[src/dcache_pkg.sv]
// ----------------------------------------------------------
// widths, address layout and state types of the data cache
// ----------------------------------------------------------
package dcache_pkg;

  // word and line geometry
  localparam int ADDR_WIDTH     = 32;
  localparam int WORD_WIDTH     = 32;
  localparam int BE_WIDTH       = WORD_WIDTH / 8;
  localparam int WORDS_PER_LINE = 4;
  localparam int LINE_WIDTH     = WORD_WIDTH * WORDS_PER_LINE;
  localparam int LINE_BE_WIDTH  = LINE_WIDTH / 8;

  // address split
  localparam int OFFSET_WIDTH   = 4;
  localparam int WORD_SEL_WIDTH = 2;
  localparam int INDEX_WIDTH    = 4;
  localparam int TAG_WIDTH      = ADDR_WIDTH - INDEX_WIDTH - OFFSET_WIDTH;

  // top half of the address space bypasses the cache
  localparam logic [ADDR_WIDTH-1:0] UNCACHED_BASE = 32'h8000_0000;

  typedef struct packed {
    logic [TAG_WIDTH-1:0]    tag;
    logic [INDEX_WIDTH-1:0]  index;
    logic [OFFSET_WIDTH-1:0] offset;
  } cache_addr_s;

  // one address word, flat or split into its fields
  typedef union packed {
    logic [ADDR_WIDTH-1:0] flat;
    cache_addr_s           f;
  } cache_addr_u;

  // operations handed to the APB refill unit
  typedef enum logic [1:0] {
    OP_WRITEBACK,
    OP_REFILL,
    OP_BYPASS
  } op_kind_e;

  // request FSM
  typedef enum logic [2:0] {
    S_IDLE,
    S_LOOKUP,
    S_STORE,
    S_WRITEBACK,
    S_REFILL,
    S_REPLAY,
    S_BYPASS
  } ctrl_state_e;

endpackage

[src/dcache_array.sv]
// ----------------------------------------------------------
// tag, valid, dirty and line storage with hit and victim logic
// ----------------------------------------------------------
`timescale 1ns/1ps

module dcache_array #(
  parameter int NUM_WAYS = 2
) (
  input  logic                                 clk_i,
  input  logic                                 rst_ni,
  input  logic                                 rd_en_i,
  input  logic [dcache_pkg::INDEX_WIDTH-1:0]   rd_index_i,
  input  logic [dcache_pkg::TAG_WIDTH-1:0]     lookup_tag_i,
  input  logic                                 wr_en_i,
  input  logic [NUM_WAYS-1:0]                  wr_way_i,
  input  logic [dcache_pkg::INDEX_WIDTH-1:0]   wr_index_i,
  input  logic [dcache_pkg::TAG_WIDTH-1:0]     wr_tag_i,
  input  logic [dcache_pkg::LINE_WIDTH-1:0]    wr_line_i,
  input  logic [dcache_pkg::LINE_BE_WIDTH-1:0] wr_line_be_i,
  input  logic                                 wr_dirty_i,
  output logic                                 hit_o,
  output logic [NUM_WAYS-1:0]                  hit_way_o,
  output logic [dcache_pkg::LINE_WIDTH-1:0]    hit_line_o,
  output logic [NUM_WAYS-1:0]                  victim_way_o,
  output logic                                 victim_dirty_o,
  output logic [dcache_pkg::TAG_WIDTH-1:0]     victim_tag_o,
  output logic [dcache_pkg::LINE_WIDTH-1:0]    victim_line_o
);
  import dcache_pkg::*;

  localparam int SETS  = 2 ** INDEX_WIDTH;
  localparam int WAY_W = (NUM_WAYS > 1) ? $clog2(NUM_WAYS) : 1;

  logic [TAG_WIDTH-1:0]               tag_q  [NUM_WAYS][SETS];
  logic [LINE_WIDTH-1:0]              line_q [NUM_WAYS][SETS];
  logic [SETS-1:0][NUM_WAYS-1:0]      valid_q;
  logic [SETS-1:0][NUM_WAYS-1:0]      dirty_q;
  logic [SETS-1:0][WAY_W-1:0]         rr_q;
  logic [INDEX_WIDTH-1:0]             idx_q;

  // read index is registered, outputs follow one cycle after rd_en
  always_ff @(posedge clk_i or negedge rst_ni) begin
    if (!rst_ni) begin
      idx_q <= '0;
    end else if (rd_en_i) begin
      idx_q <= rd_index_i;
    end
  end

  // ----------------------------------------------------------
  // hit detection
  // ----------------------------------------------------------
  always_comb begin
    hit_way_o  = '0;
    hit_line_o = '0;
    for (int w = 0; w < NUM_WAYS; w++) begin
      if (valid_q[idx_q][w] && (tag_q[w][idx_q] == lookup_tag_i)) begin
        hit_way_o[w] = 1'b1;
        hit_line_o   = hit_line_o | line_q[w][idx_q];
      end
    end
  end

  assign hit_o = |hit_way_o;

  // ----------------------------------------------------------
  // victim choice
  // ----------------------------------------------------------
  always_comb begin
    // round-robin way unless some way is still free
    victim_way_o = NUM_WAYS'(1) << rr_q[idx_q];
    // scan downwards so the lowest free way wins
    for (int w = NUM_WAYS - 1; w >= 0; w--) begin
      if (!valid_q[idx_q][w]) begin
        victim_way_o = NUM_WAYS'(1) << w;
      end
    end
    victim_dirty_o = 1'b0;
    victim_tag_o   = '0;
    victim_line_o  = '0;
    for (int w = 0; w < NUM_WAYS; w++) begin
      if (victim_way_o[w]) begin
        victim_dirty_o = valid_q[idx_q][w] & dirty_q[idx_q][w];
        victim_tag_o   = tag_q[w][idx_q];
        victim_line_o  = line_q[w][idx_q];
      end
    end
  end

  // state bits and replacement pointers
  always_ff @(posedge clk_i or negedge rst_ni) begin
    if (!rst_ni) begin
      valid_q <= '0;
      dirty_q <= '0;
      rr_q    <= '0;
    end else if (wr_en_i) begin
      for (int w = 0; w < NUM_WAYS; w++) begin
        if (wr_way_i[w]) begin
          valid_q[wr_index_i][w] <= 1'b1;
          dirty_q[wr_index_i][w] <= wr_dirty_i;
        end
      end
      // a full-line write is a refill, step the pointer
      if (&wr_line_be_i) begin
        rr_q[wr_index_i] <= (rr_q[wr_index_i] == WAY_W'(NUM_WAYS - 1)) ? '0
                                                                        : rr_q[wr_index_i] + 1'b1;
      end
    end
  end

  // tag and data, bytes written under the line byte enables
  always_ff @(posedge clk_i) begin
    for (int w = 0; w < NUM_WAYS; w++) begin
      if (wr_en_i && wr_way_i[w]) begin
        tag_q[w][wr_index_i] <= wr_tag_i;
        for (int b = 0; b < LINE_BE_WIDTH; b++) begin
          if (wr_line_be_i[b]) begin
            line_q[w][wr_index_i][b*8 +: 8] <= wr_line_i[b*8 +: 8];
          end
        end
      end
    end
  end

  // at most one way may match a tag
  a_hit_onehot : assert property (@(posedge clk_i) disable iff (!rst_ni)
    $onehot0(hit_way_o));

endmodule

[src/dcache_refill.sv]
// ----------------------------------------------------------
// APB master for line writeback, line refill and bypass words
// ----------------------------------------------------------
`timescale 1ns/1ps

module dcache_refill (
  input  logic                                clk_i,
  input  logic                                rst_ni,
  input  logic                                op_valid_i,
  input  dcache_pkg::op_kind_e                op_kind_i,
  input  dcache_pkg::cache_addr_u             op_addr_i,
  input  logic [dcache_pkg::LINE_WIDTH-1:0]   op_line_i,
  input  logic [dcache_pkg::WORD_WIDTH-1:0]   op_wdata_i,
  input  logic [dcache_pkg::BE_WIDTH-1:0]     op_be_i,
  input  logic                                op_we_i,
  output logic                                op_done_o,
  output logic [dcache_pkg::LINE_WIDTH-1:0]   done_line_o,
  output logic [dcache_pkg::WORD_WIDTH-1:0]   done_word_o,
  // APB3 master
  output logic [dcache_pkg::ADDR_WIDTH-1:0]   paddr_o,
  output logic                                psel_o,
  output logic                                penable_o,
  output logic                                pwrite_o,
  output logic [dcache_pkg::WORD_WIDTH-1:0]   pwdata_o,
  output logic [dcache_pkg::BE_WIDTH-1:0]     pstrb_o,
  input  logic [dcache_pkg::WORD_WIDTH-1:0]   prdata_i,
  input  logic                                pready_i
);
  import dcache_pkg::*;

  logic                      psel_q;
  logic                      penable_q;
  logic                      done_q;
  logic [WORD_SEL_WIDTH-1:0] cnt_q;
  logic [LINE_WIDTH-1:0]     line_q;
  logic [WORD_SEL_WIDTH-1:0] word_sel;
  logic                      is_bypass;
  logic                      last;

  assign is_bypass = (op_kind_i == OP_BYPASS);
  // a bypass touches one word, a line op walks all of them
  assign word_sel  = is_bypass ? op_addr_i.f.offset[OFFSET_WIDTH-1 -: WORD_SEL_WIDTH] : cnt_q;
  assign last      = is_bypass || (cnt_q == WORD_SEL_WIDTH'(WORDS_PER_LINE - 1));

  // ----------------------------------------------------------
  // APB outputs
  // ----------------------------------------------------------
  assign psel_o    = psel_q;
  assign penable_o = penable_q;
  assign paddr_o   = {op_addr_i.flat[ADDR_WIDTH-1:OFFSET_WIDTH], word_sel, 2'b00};
  assign pwrite_o  = (op_kind_i == OP_WRITEBACK) || (is_bypass && op_we_i);
  assign pwdata_o  = (op_kind_i == OP_WRITEBACK) ? op_line_i[cnt_q*WORD_WIDTH +: WORD_WIDTH]
                                                 : op_wdata_i;
  assign pstrb_o   = (op_kind_i == OP_WRITEBACK) ? '1 :
                     (is_bypass && op_we_i)       ? op_be_i : '0;

  assign op_done_o   = done_q;
  assign done_line_o = line_q;
  // bypass data lands in word 0 since the counter stays at zero
  assign done_word_o = line_q[WORD_WIDTH-1:0];

  // setup, access, then the next word or done
  always_ff @(posedge clk_i or negedge rst_ni) begin
    if (!rst_ni) begin
      psel_q    <= 1'b0;
      penable_q <= 1'b0;
      done_q    <= 1'b0;
      cnt_q     <= '0;
    end else begin
      done_q <= 1'b0;
      if (!psel_q) begin
        // skip the op that is just being retired
        if (op_valid_i && !done_q) begin
          psel_q <= 1'b1;
          cnt_q  <= '0;
        end
      end else if (!penable_q) begin
        penable_q <= 1'b1;
      end else if (pready_i) begin
        penable_q <= 1'b0;
        if (last) begin
          psel_q <= 1'b0;
          done_q <= 1'b1;
        end else begin
          cnt_q <= cnt_q + 1'b1;
        end
      end
    end
  end

  // read data collected per word
  always_ff @(posedge clk_i) begin
    if (psel_q && penable_q && pready_i) begin
      line_q[cnt_q*WORD_WIDTH +: WORD_WIDTH] <= prdata_i;
    end
  end

  // address and direction hold until the transfer completes
  a_apb_stable : assert property (@(posedge clk_i) disable iff (!rst_ni)
    (psel_o && !(penable_o && pready_i)) |=> ($stable(paddr_o) && $stable(pwrite_o)));

endmodule

[src/dcache_ctrl.sv]
// ----------------------------------------------------------
// request FSM: lookup, hit response, store merge, miss and bypass
// ----------------------------------------------------------
`timescale 1ns/1ps

module dcache_ctrl #(
  parameter int NUM_WAYS = 2
) (
  input  logic                                 clk_i,
  input  logic                                 rst_ni,
  // core port
  input  logic                                 req_i,
  input  logic                                 we_i,
  input  dcache_pkg::cache_addr_u              addr_i,
  input  logic [dcache_pkg::WORD_WIDTH-1:0]    wdata_i,
  input  logic [dcache_pkg::BE_WIDTH-1:0]      be_i,
  output logic                                 gnt_o,
  output logic                                 rvalid_o,
  output logic [dcache_pkg::WORD_WIDTH-1:0]    rdata_o,
  // array control
  output logic                                 arr_rd_en_o,
  output logic [dcache_pkg::INDEX_WIDTH-1:0]   arr_rd_index_o,
  output logic                                 arr_wr_en_o,
  output logic [NUM_WAYS-1:0]                  arr_wr_way_o,
  output logic [dcache_pkg::INDEX_WIDTH-1:0]   arr_wr_index_o,
  output logic [dcache_pkg::TAG_WIDTH-1:0]     arr_wr_tag_o,
  output logic [dcache_pkg::LINE_WIDTH-1:0]    arr_wr_line_o,
  output logic [dcache_pkg::LINE_BE_WIDTH-1:0] arr_wr_line_be_o,
  output logic                                 arr_wr_dirty_o,
  // array status
  input  logic                                 arr_hit_i,
  input  logic [NUM_WAYS-1:0]                  arr_hit_way_i,
  input  logic [dcache_pkg::LINE_WIDTH-1:0]    arr_hit_line_i,
  input  logic [NUM_WAYS-1:0]                  arr_victim_way_i,
  input  logic                                 arr_victim_dirty_i,
  input  logic [dcache_pkg::TAG_WIDTH-1:0]     arr_victim_tag_i,
  input  logic [dcache_pkg::LINE_WIDTH-1:0]    arr_victim_line_i,
  // refill unit
  output logic                                 op_valid_o,
  output dcache_pkg::op_kind_e                 op_kind_o,
  output dcache_pkg::cache_addr_u              op_addr_o,
  output logic [dcache_pkg::LINE_WIDTH-1:0]    op_line_o,
  output logic [dcache_pkg::WORD_WIDTH-1:0]    op_wdata_o,
  output logic [dcache_pkg::BE_WIDTH-1:0]      op_be_o,
  output logic                                 op_we_o,
  input  logic                                 op_done_i,
  input  logic [dcache_pkg::LINE_WIDTH-1:0]    done_line_i,
  input  logic [dcache_pkg::WORD_WIDTH-1:0]    done_word_i
);
  import dcache_pkg::*;

  ctrl_state_e               state_d, state_q;
  ctrl_state_e               accept_state;
  logic                      accept;
  // saved request
  logic                      req_we_q;
  cache_addr_u               req_addr_q;
  logic [WORD_WIDTH-1:0]     req_wdata_q;
  logic [BE_WIDTH-1:0]       req_be_q;
  logic [WORD_SEL_WIDTH-1:0] word_sel;

  assign word_sel     = req_addr_q.f.offset[OFFSET_WIDTH-1 -: WORD_SEL_WIDTH];
  // uncacheable requests go straight to the APB bypass
  assign accept_state = ((addr_i.flat & UNCACHED_BASE) != '0) ? S_BYPASS : S_LOOKUP;

  // the saved tag also drives the lookup compare
  assign arr_wr_index_o = req_addr_q.f.index;
  assign arr_wr_tag_o   = req_addr_q.f.tag;
  assign arr_rd_index_o = accept ? addr_i.f.index : req_addr_q.f.index;

  // ----------------------------------------------------------
  // refill unit request
  // ----------------------------------------------------------
  assign op_valid_o = (state_q == S_WRITEBACK) || (state_q == S_REFILL) || (state_q == S_BYPASS);
  assign op_kind_o  = (state_q == S_WRITEBACK) ? OP_WRITEBACK :
                      (state_q == S_REFILL)    ? OP_REFILL : OP_BYPASS;
  // writeback goes to the victim's line address
  assign op_addr_o  = (state_q == S_WRITEBACK)
                    ? {arr_victim_tag_i, req_addr_q.f.index, {OFFSET_WIDTH{1'b0}}}
                    : req_addr_q.flat;
  assign op_line_o  = arr_victim_line_i;
  assign op_wdata_o = req_wdata_q;
  assign op_be_o    = req_be_q;
  assign op_we_o    = req_we_q;

  // ----------------------------------------------------------
  // FSM
  // ----------------------------------------------------------
  always_comb begin
    state_d          = state_q;
    accept           = 1'b0;
    gnt_o            = 1'b0;
    rvalid_o         = 1'b0;
    rdata_o          = arr_hit_line_i[word_sel*WORD_WIDTH +: WORD_WIDTH];
    arr_rd_en_o      = 1'b0;
    arr_wr_en_o      = 1'b0;
    arr_wr_way_o     = arr_hit_way_i;
    // store word copied to every slot, the byte enables pick the one
    arr_wr_line_o    = {WORDS_PER_LINE{req_wdata_q}};
    arr_wr_line_be_o = '0;
    arr_wr_dirty_o   = 1'b1;

    case (state_q)
      S_IDLE: begin
        accept = req_i;
      end
      S_LOOKUP: begin
        if (arr_hit_i) begin
          if (req_we_q) begin
            state_d = S_STORE;
          end else begin
            // load hit, take the next request in the same cycle
            rvalid_o = 1'b1;
            state_d  = S_IDLE;
            accept   = req_i;
          end
        end else begin
          state_d = arr_victim_dirty_i ? S_WRITEBACK : S_REFILL;
        end
      end
      S_STORE: begin
        // merge under byte enables and mark dirty
        arr_wr_en_o      = 1'b1;
        arr_wr_line_be_o = LINE_BE_WIDTH'(req_be_q) << (word_sel * BE_WIDTH);
        state_d          = S_IDLE;
      end
      S_WRITEBACK: begin
        if (op_done_i) begin
          state_d = S_REFILL;
        end
      end
      S_REFILL: begin
        if (op_done_i) begin
          // install the clean line in the victim way
          arr_wr_en_o      = 1'b1;
          arr_wr_way_o     = arr_victim_way_i;
          arr_wr_line_o    = done_line_i;
          arr_wr_line_be_o = '1;
          arr_wr_dirty_o   = 1'b0;
          state_d          = S_REPLAY;
        end
      end
      S_REPLAY: begin
        arr_rd_en_o = 1'b1;
        state_d     = S_LOOKUP;
      end
      S_BYPASS: begin
        rdata_o = done_word_i;
        if (op_done_i) begin
          rvalid_o = !req_we_q;
          state_d  = S_IDLE;
        end
      end
      default: begin
        state_d = S_IDLE;
      end
    endcase

    // accepted request starts its tag read now
    if (accept) begin
      gnt_o       = 1'b1;
      arr_rd_en_o = 1'b1;
      state_d     = accept_state;
    end
  end

  always_ff @(posedge clk_i or negedge rst_ni) begin
    if (!rst_ni) begin
      state_q <= S_IDLE;
    end else begin
      state_q <= state_d;
    end
  end

  always_ff @(posedge clk_i) begin
    if (accept) begin
      req_we_q    <= we_i;
      req_addr_q  <= addr_i;
      req_wdata_q <= wdata_i;
      req_be_q    <= be_i;
    end
  end

  // no grant while the refill unit owns the request
  a_gnt_vs_op : assert property (@(posedge clk_i) disable iff (!rst_ni)
    !(gnt_o && op_valid_o));

  // op request is held steady until the refill unit answers
  a_op_stable : assert property (@(posedge clk_i) disable iff (!rst_ni)
    (op_valid_o && !op_done_i) |=> (op_valid_o && $stable(op_kind_o) && $stable(op_addr_o)
                                    && $stable(op_line_o) && $stable(op_wdata_o)));

endmodule

[src/dcache_top.sv]
// ----------------------------------------------------------
// data cache top level with controller, array and APB unit
// ----------------------------------------------------------
`timescale 1ns/1ps

module dcache_top #(
  parameter int NUM_WAYS = 2
) (
  input  logic                               clk_i,
  input  logic                               rst_ni,
  // core port
  input  logic                               req_i,
  input  logic                               we_i,
  input  dcache_pkg::cache_addr_u            addr_i,
  input  logic [dcache_pkg::WORD_WIDTH-1:0]  wdata_i,
  input  logic [dcache_pkg::BE_WIDTH-1:0]    be_i,
  output logic                               gnt_o,
  output logic                               rvalid_o,
  output logic [dcache_pkg::WORD_WIDTH-1:0]  rdata_o,
  // APB memory port
  output logic [dcache_pkg::ADDR_WIDTH-1:0]  paddr_o,
  output logic                               psel_o,
  output logic                               penable_o,
  output logic                               pwrite_o,
  output logic [dcache_pkg::WORD_WIDTH-1:0]  pwdata_o,
  output logic [dcache_pkg::BE_WIDTH-1:0]    pstrb_o,
  input  logic [dcache_pkg::WORD_WIDTH-1:0]  prdata_i,
  input  logic                               pready_i
);
  import dcache_pkg::*;

  // controller to array
  logic                      rd_en;
  logic [INDEX_WIDTH-1:0]    rd_index;
  logic                      wr_en;
  logic [NUM_WAYS-1:0]       wr_way;
  logic [INDEX_WIDTH-1:0]    wr_index;
  logic [TAG_WIDTH-1:0]      wr_tag;
  logic [LINE_WIDTH-1:0]     wr_line;
  logic [LINE_BE_WIDTH-1:0]  wr_line_be;
  logic                      wr_dirty;
  // array to controller
  logic                      hit;
  logic [NUM_WAYS-1:0]       hit_way;
  logic [LINE_WIDTH-1:0]     hit_line;
  logic [NUM_WAYS-1:0]       victim_way;
  logic                      victim_dirty;
  logic [TAG_WIDTH-1:0]      victim_tag;
  logic [LINE_WIDTH-1:0]     victim_line;
  // controller to refill unit
  logic                      op_valid;
  op_kind_e                  op_kind;
  cache_addr_u               op_addr;
  logic [LINE_WIDTH-1:0]     op_line;
  logic [WORD_WIDTH-1:0]     op_wdata;
  logic [BE_WIDTH-1:0]       op_be;
  logic                      op_we;
  logic                      op_done;
  logic [LINE_WIDTH-1:0]     done_line;
  logic [WORD_WIDTH-1:0]     done_word;

  dcache_ctrl #(
    .NUM_WAYS(NUM_WAYS)
  ) u_ctrl (
    .clk_i, .rst_ni, .req_i, .we_i, .addr_i, .wdata_i, .be_i, .gnt_o, .rvalid_o, .rdata_o,
    .arr_rd_en_o(rd_en), .arr_rd_index_o(rd_index), .arr_wr_en_o(wr_en),
    .arr_wr_way_o(wr_way), .arr_wr_index_o(wr_index), .arr_wr_tag_o(wr_tag),
    .arr_wr_line_o(wr_line), .arr_wr_line_be_o(wr_line_be), .arr_wr_dirty_o(wr_dirty),
    .arr_hit_i(hit), .arr_hit_way_i(hit_way), .arr_hit_line_i(hit_line),
    .arr_victim_way_i(victim_way), .arr_victim_dirty_i(victim_dirty),
    .arr_victim_tag_i(victim_tag), .arr_victim_line_i(victim_line),
    .op_valid_o(op_valid), .op_kind_o(op_kind), .op_addr_o(op_addr), .op_line_o(op_line),
    .op_wdata_o(op_wdata), .op_be_o(op_be), .op_we_o(op_we),
    .op_done_i(op_done), .done_line_i(done_line), .done_word_i(done_word)
  );

  // lookup compares against the saved request tag
  dcache_array #(
    .NUM_WAYS(NUM_WAYS)
  ) u_array (
    .clk_i, .rst_ni, .rd_en_i(rd_en), .rd_index_i(rd_index), .lookup_tag_i(wr_tag),
    .wr_en_i(wr_en), .wr_way_i(wr_way), .wr_index_i(wr_index), .wr_tag_i(wr_tag),
    .wr_line_i(wr_line), .wr_line_be_i(wr_line_be), .wr_dirty_i(wr_dirty),
    .hit_o(hit), .hit_way_o(hit_way), .hit_line_o(hit_line), .victim_way_o(victim_way),
    .victim_dirty_o(victim_dirty), .victim_tag_o(victim_tag), .victim_line_o(victim_line)
  );

  dcache_refill u_refill (
    .clk_i, .rst_ni, .op_valid_i(op_valid), .op_kind_i(op_kind), .op_addr_i(op_addr),
    .op_line_i(op_line), .op_wdata_i(op_wdata), .op_be_i(op_be), .op_we_i(op_we),
    .op_done_o(op_done), .done_line_o(done_line), .done_word_o(done_word),
    .paddr_o, .psel_o, .penable_o, .pwrite_o, .pwdata_o, .pstrb_o, .prdata_i, .pready_i
  );

endmodule

[config.mk]
export PLATFORM = sky130hd
export DESIGN_NAME = dcache_top
export DESIGN_NICKNAME = d
export VERILOG_FILES = /design/src/dcache_pkg.sv /design/src/dcache_array.sv /design/src/dcache_refill.sv /design/src/dcache_ctrl.sv /design/src/dcache_top.sv
export SDC_FILE = /design/constraint.sdc
export NUM_CORES = 2
export LEC_CHECK = 0
export BUFFER_PORTS_ARGS = -buffer_cell sky130_fd_sc_hd__buf_2
export CAP_MARGIN = 10
export CORE_MARGIN = 5
export CORE_UTILIZATION = 45
export DETAILED_ROUTE_END_ITERATION = 8
export PLACE_DENSITY_LB_ADDON = 0.25
export SETUP_SLACK_MARGIN = 0.3
export SLEW_MARGIN = 30
export SYNTH_ARGS = -nofsm -noshare
export SYNTH_HDL_FRONTEND = slang
export SYNTH_MEMORY_MAX_BITS = 65536
export SYNTH_SLANG_ARGS = --single-unit
[constraint.sdc]
create_clock -name clk_i -period 16.25 [get_ports clk_i]
set_input_delay 3.25 -clock clk_i [delete_from_list [all_inputs] [get_ports clk_i]]
set_output_delay 3.25 -clock clk_i [all_outputs]
set_load 0.05 [all_outputs]
==> flow_metrics.py <==
metrics = {
    "logic_synthesis": {
        "synth_seq_cells": 5151,
        "simple_gate_share_of_the_synthesized_area_pct": 3.442,
        "synthesis.yosys.warnings": 0,
        "synth.top_cell.area_share_pct": 74.37,
        "combinational_family_with_the_most_area_after_synthesis": "multiplexers",
        "synth_compound_gate_area_share_pct": 1.548,
        "post_synth_inst_count": 9662,
        "post_synth_most_frequent_cells": "5059 x edfxtp_1, 1509 x mux4_2, 587 x nand2_1",
        "synth.lib_cells_used.distinct": 78,
        "number_of_enable_type_register_cells_in_the_synthesized_netlist": 5059,
        "synthArstFlopShare_pct": 1.786,
        "post_synth_instance_area_um2": 204300,
        "synthesis.area_per_instance_um2": 21.14,
        "yosys-mux-area-fraction_pct": 17.84,
        "synthDominantAreaCellType": "edfxtp_1",
        "synthXorXnorAreaFrac_pct": 0.2144,
        "synth-main-ff-cell": "edfxtp_1",
        "synth_most_common_cell": "edfxtp_1",
        "yosysSeqAreaShare_pct": 75.50,
        "post_synth_fa_ha_maj_area_fraction_pct": 0.03675,
        "post_synth_main_area_contributors": "edfxtp_1 74%, mux4_2 17%, dfrtp_1 1.1%, nand2_1 1.1%, nor2_1 1.1%",
    },
    "sta": {
        "setup_viol": 0,
        "max_slew.worst_pin.slew_ns": 1.088,
        "hold_violations": 0,
        "final.min_clock_period_ns": 11.88,
        "final.setup.tns_ns": 0,
        "final_critical_path_setup_slack_ns": 4.375,
        "skew_ns": 0.07708,
        "maxClockFrequency_ghz": 0.08421,
        "timing.slew.headroom_pct": 25.40,
        "final_max_slew_viol_count": 0,
        "rsz0062_at_grt": "no",
        "final_period_utilization_pct": 73.08,
    },
    "cts": {
        "htree_num_levels": 6,
        "tritoncts.num_buffers": 537,
        "clock_path_buffers": 4,
        "cts_hold_buf": 0,
        "tritoncts_clock_tree": "yes",
        "cts_sinks": 5151,
        "clock_latency_ns": 1.05,
        "clockRootBuffer": "clkbuf_16",
        "post-cts-setup-buffer-count": 0,
        "cts-resized-gates": 0,
        "clk_pin_slew_worst_setup_hold_paths_ns": 0.06,
    },
    "critical_path": {
        "worstPathCellList": "buf_4 > buf_12 > mux4_2 > a22oi_1 > nand2_1 > xnor2_1 > a2111oi_0 > nor4b_2 > buf_4 > and2_4 > buf_4 > a22oi_1 > o211ai_1 > o211a_1 > buf_2",
        "timing.critical_path.arrival_ns": 8.63,
        "worstPathBufferInverterCount": 5,
        "path_depth": 15,
        "r2r.worst_path.cells": 15,
        "longest_individual_stage_delay_on_the_worst_path_ns": 0.79,
        "cpLargestDelayFamily": "buffers and inverters",
        "timing.critical_path.mode_cell": "buf_4",
        "criticalPathCategory": "reg -> out",
        "reg2reg_setup_slack_ns": 7.42,
        "worst_path_max_delay_cell": "buf_4",
        "worstReg2RegStart": "u_array.idx_q[1]",
        "worst_r2r_dst": "u_array.line_q[1][179]",
        "critPathCapture": "rdata_o[1]",
        "required_ns": 13.00,
        "critical_path_peak_fanout": 66,
        "worst_setup_sp_type": "flip-flop",
        "cp-end-kind": "primary output",
        "worst_setup_path_startpoint": "u_array.idx_q[0]",
    },
    "die": {
        "floorplan.die_area_um2": 467500,
        "coreArea_um2": 452400,
        "die_x_um": 683.7,
        "die_h_um": 683.7,
        "num_rows": 247,
        "start_util_pct": 45.15,
        "ios": 210,
    },
    "run_status": {
        "outcome": "completed",
    },
    "detailed_routing": {
        "drt-total-wl_mm": 585.8,
        "drt-wirelength-per-cell_um": 35.42,
        "drt_first_pass_iters": 6,
        "detail_route.vias_per_cell": 6.232,
        "drt_iter0_drc": 13884,
        "detail_route_antenna_nets": 0,
        "drc": 0,
        "vias": 103052,
    },
    "place": {
        "dpl-instance-area_um2": 213000,
        "gp_congestion": 0.8507,
        "post-dp-hpwl_mm": 360.7,
        "io_buffer_count": 205,
        "dp_worst_setup_slack_ns": 5.076,
    },
    "final_layout": {
        "nets": 10167,
        "fraction_of_final_layout_cells_sized_beyond_drive_strength_1_pct": 28.60,
        "layout.area.seq_um2": 154200,
        "multiInputGateArea_um2": 48010,
        "relative_area_change_from_synthesis_to_final_layout_pct": 12.79,
        "layout.cell_area.non_filler_um2": 230400,
        "n_fill_cell": 35352,
    },
    "global_routing": {
        "first_global_vias": 101990,
        "grt_first_pass_wirelength_mm": 809.2,
        "pin_count_of_the_biggest_net_entering_global_routing": 143,
        "grt_use_total_pct": 24.53,
        "grt_overflow_total": 0,
        "number_of_antenna_violations_at_the_first_check_in_global_routing": 80,
    },
    "pwr": {
        "max-vdd-ir-drop_mv": 0.1366,
        "power.leakage_nw": 72.37,
        "power_density_nw_per_um2": 176.9,
    },
    "flow_run": {
        "max_cap_viol_count": 0,
    },
    "min_path": {
        "hp-start": "u_array.valid_q[25]",
        "timing.hold.worst.class": "reg -> reg",
    },
}
## power by group
group	switching, W	internal, W	total [W]
logic	0.00799	0.00488	0.0129
registers	0.000230	0.0158	0.0160
clock network	0.00508	0.00678	0.0119
total	0.0133	0.0274	0.0407
## metal layers
| metal | wire (um) | share of wire, % | global-route usage, % |
|---|---|---|---|
| met2 | 282800 | 48 | 39.02 |
| met4 | 26870 | 4.6 | 10.28 |
| met1 | 218000 | 37 | 32.86 |
| met3 | 58080 | 9.9 | 5.657 |
| met5 | 72 | 0.012 | 0 |
## registers in the layout, indices dropped and copies added, names as in the netlist, 2 cells and up
signal / cells
u_ctrl.op_wdata_o: 32
u_array.dirty_q: 32
u_ctrl.req_addr_q: 30
u_array.rr_q: 16
u_array.idx_q: 4
u_array.line_q: 4096
u_refill.cnt_q: 2
u_array.tag_q: 768
u_refill.done_line_o: 128
u_array.valid_q: 32
u_ctrl.op_be_o: 4
u_ctrl.state_q: 3
## cell type report
type	count	area share [%]
flip-flops and latches	5151	66.94
inverters	58	0.1086
clock buffers	649	6.130
multi-input cells	3856	20.84
well taps	5976	3.245
clock inverters	302	1.162
repair buffers	452	1.472
diodes	93	0.1010
## worst min path at each step
| stage | endpoint | slack (ns) | cells after the start |
|---|---|---|---|
| after floorplan | u_array.valid_q[11] | 0.43 | 1 |
| after global placement | u_array.valid_q[8] | 0.44 | 1 |
| after detailed placement | u_array.valid_q[27] | 0.45 | 1 |
| after CTS | u_array.valid_q[27] | 0.46 | 1 |
| after global routing | u_array.valid_q[27] | 0.47 | 1 |
| final | u_array.valid_q[25] | 0.47 | 1 |
## cells in the final DEF, fill, tap and decap left out, types with 66 or more instances in the layout
master | synthesis | layout
edfxtp_1 | 5059 | 5059
mux4_2 | 1509 | 1509
nor2_1 | 586 | 567
clkbuf_16 | 0 | 549
nand2_1 | 587 | 475
buf_2 | 143 | 204
buf_4 | 43 | 203
mux2i_1 | 162 | 158
and2_1 | 153 | 148
clkinv_1 | 2 | 136
nand2_2 | 0 | 102
clkbuf_1 | 313 | 99
diode_2 | 0 | 93
o21ai_0 | 95 | 87
clkinv_2 | 0 | 87
dfrtp_1 | 92 | 87
nand3_1 | 82 | 81
a31oi_1 | 82 | 66
## through the flow
stage,utilization [%],total power (W),std cells,hold WS (ns)
after detailed placement,47.07,0.02912,15483,0.4469
final,50.92,0.04075,16537,0.4653
after global placement,46.95,0.02885,15471,0.4446
after floorplan,-,0.02415,9663,0.4287
after global routing,50.90,0.04199,16500,0.4725
after CTS,50.78,0.04088,16434,0.4640
## kinds of logic after synthesis
logic type,after synthesis
other cells,1
xor+xnor,50
mux,1746
simple gates,1592
buf+inv,656
compound gates,460
flops,5151
fa+ha+maj,6
(Power assumes the default switching activity.)
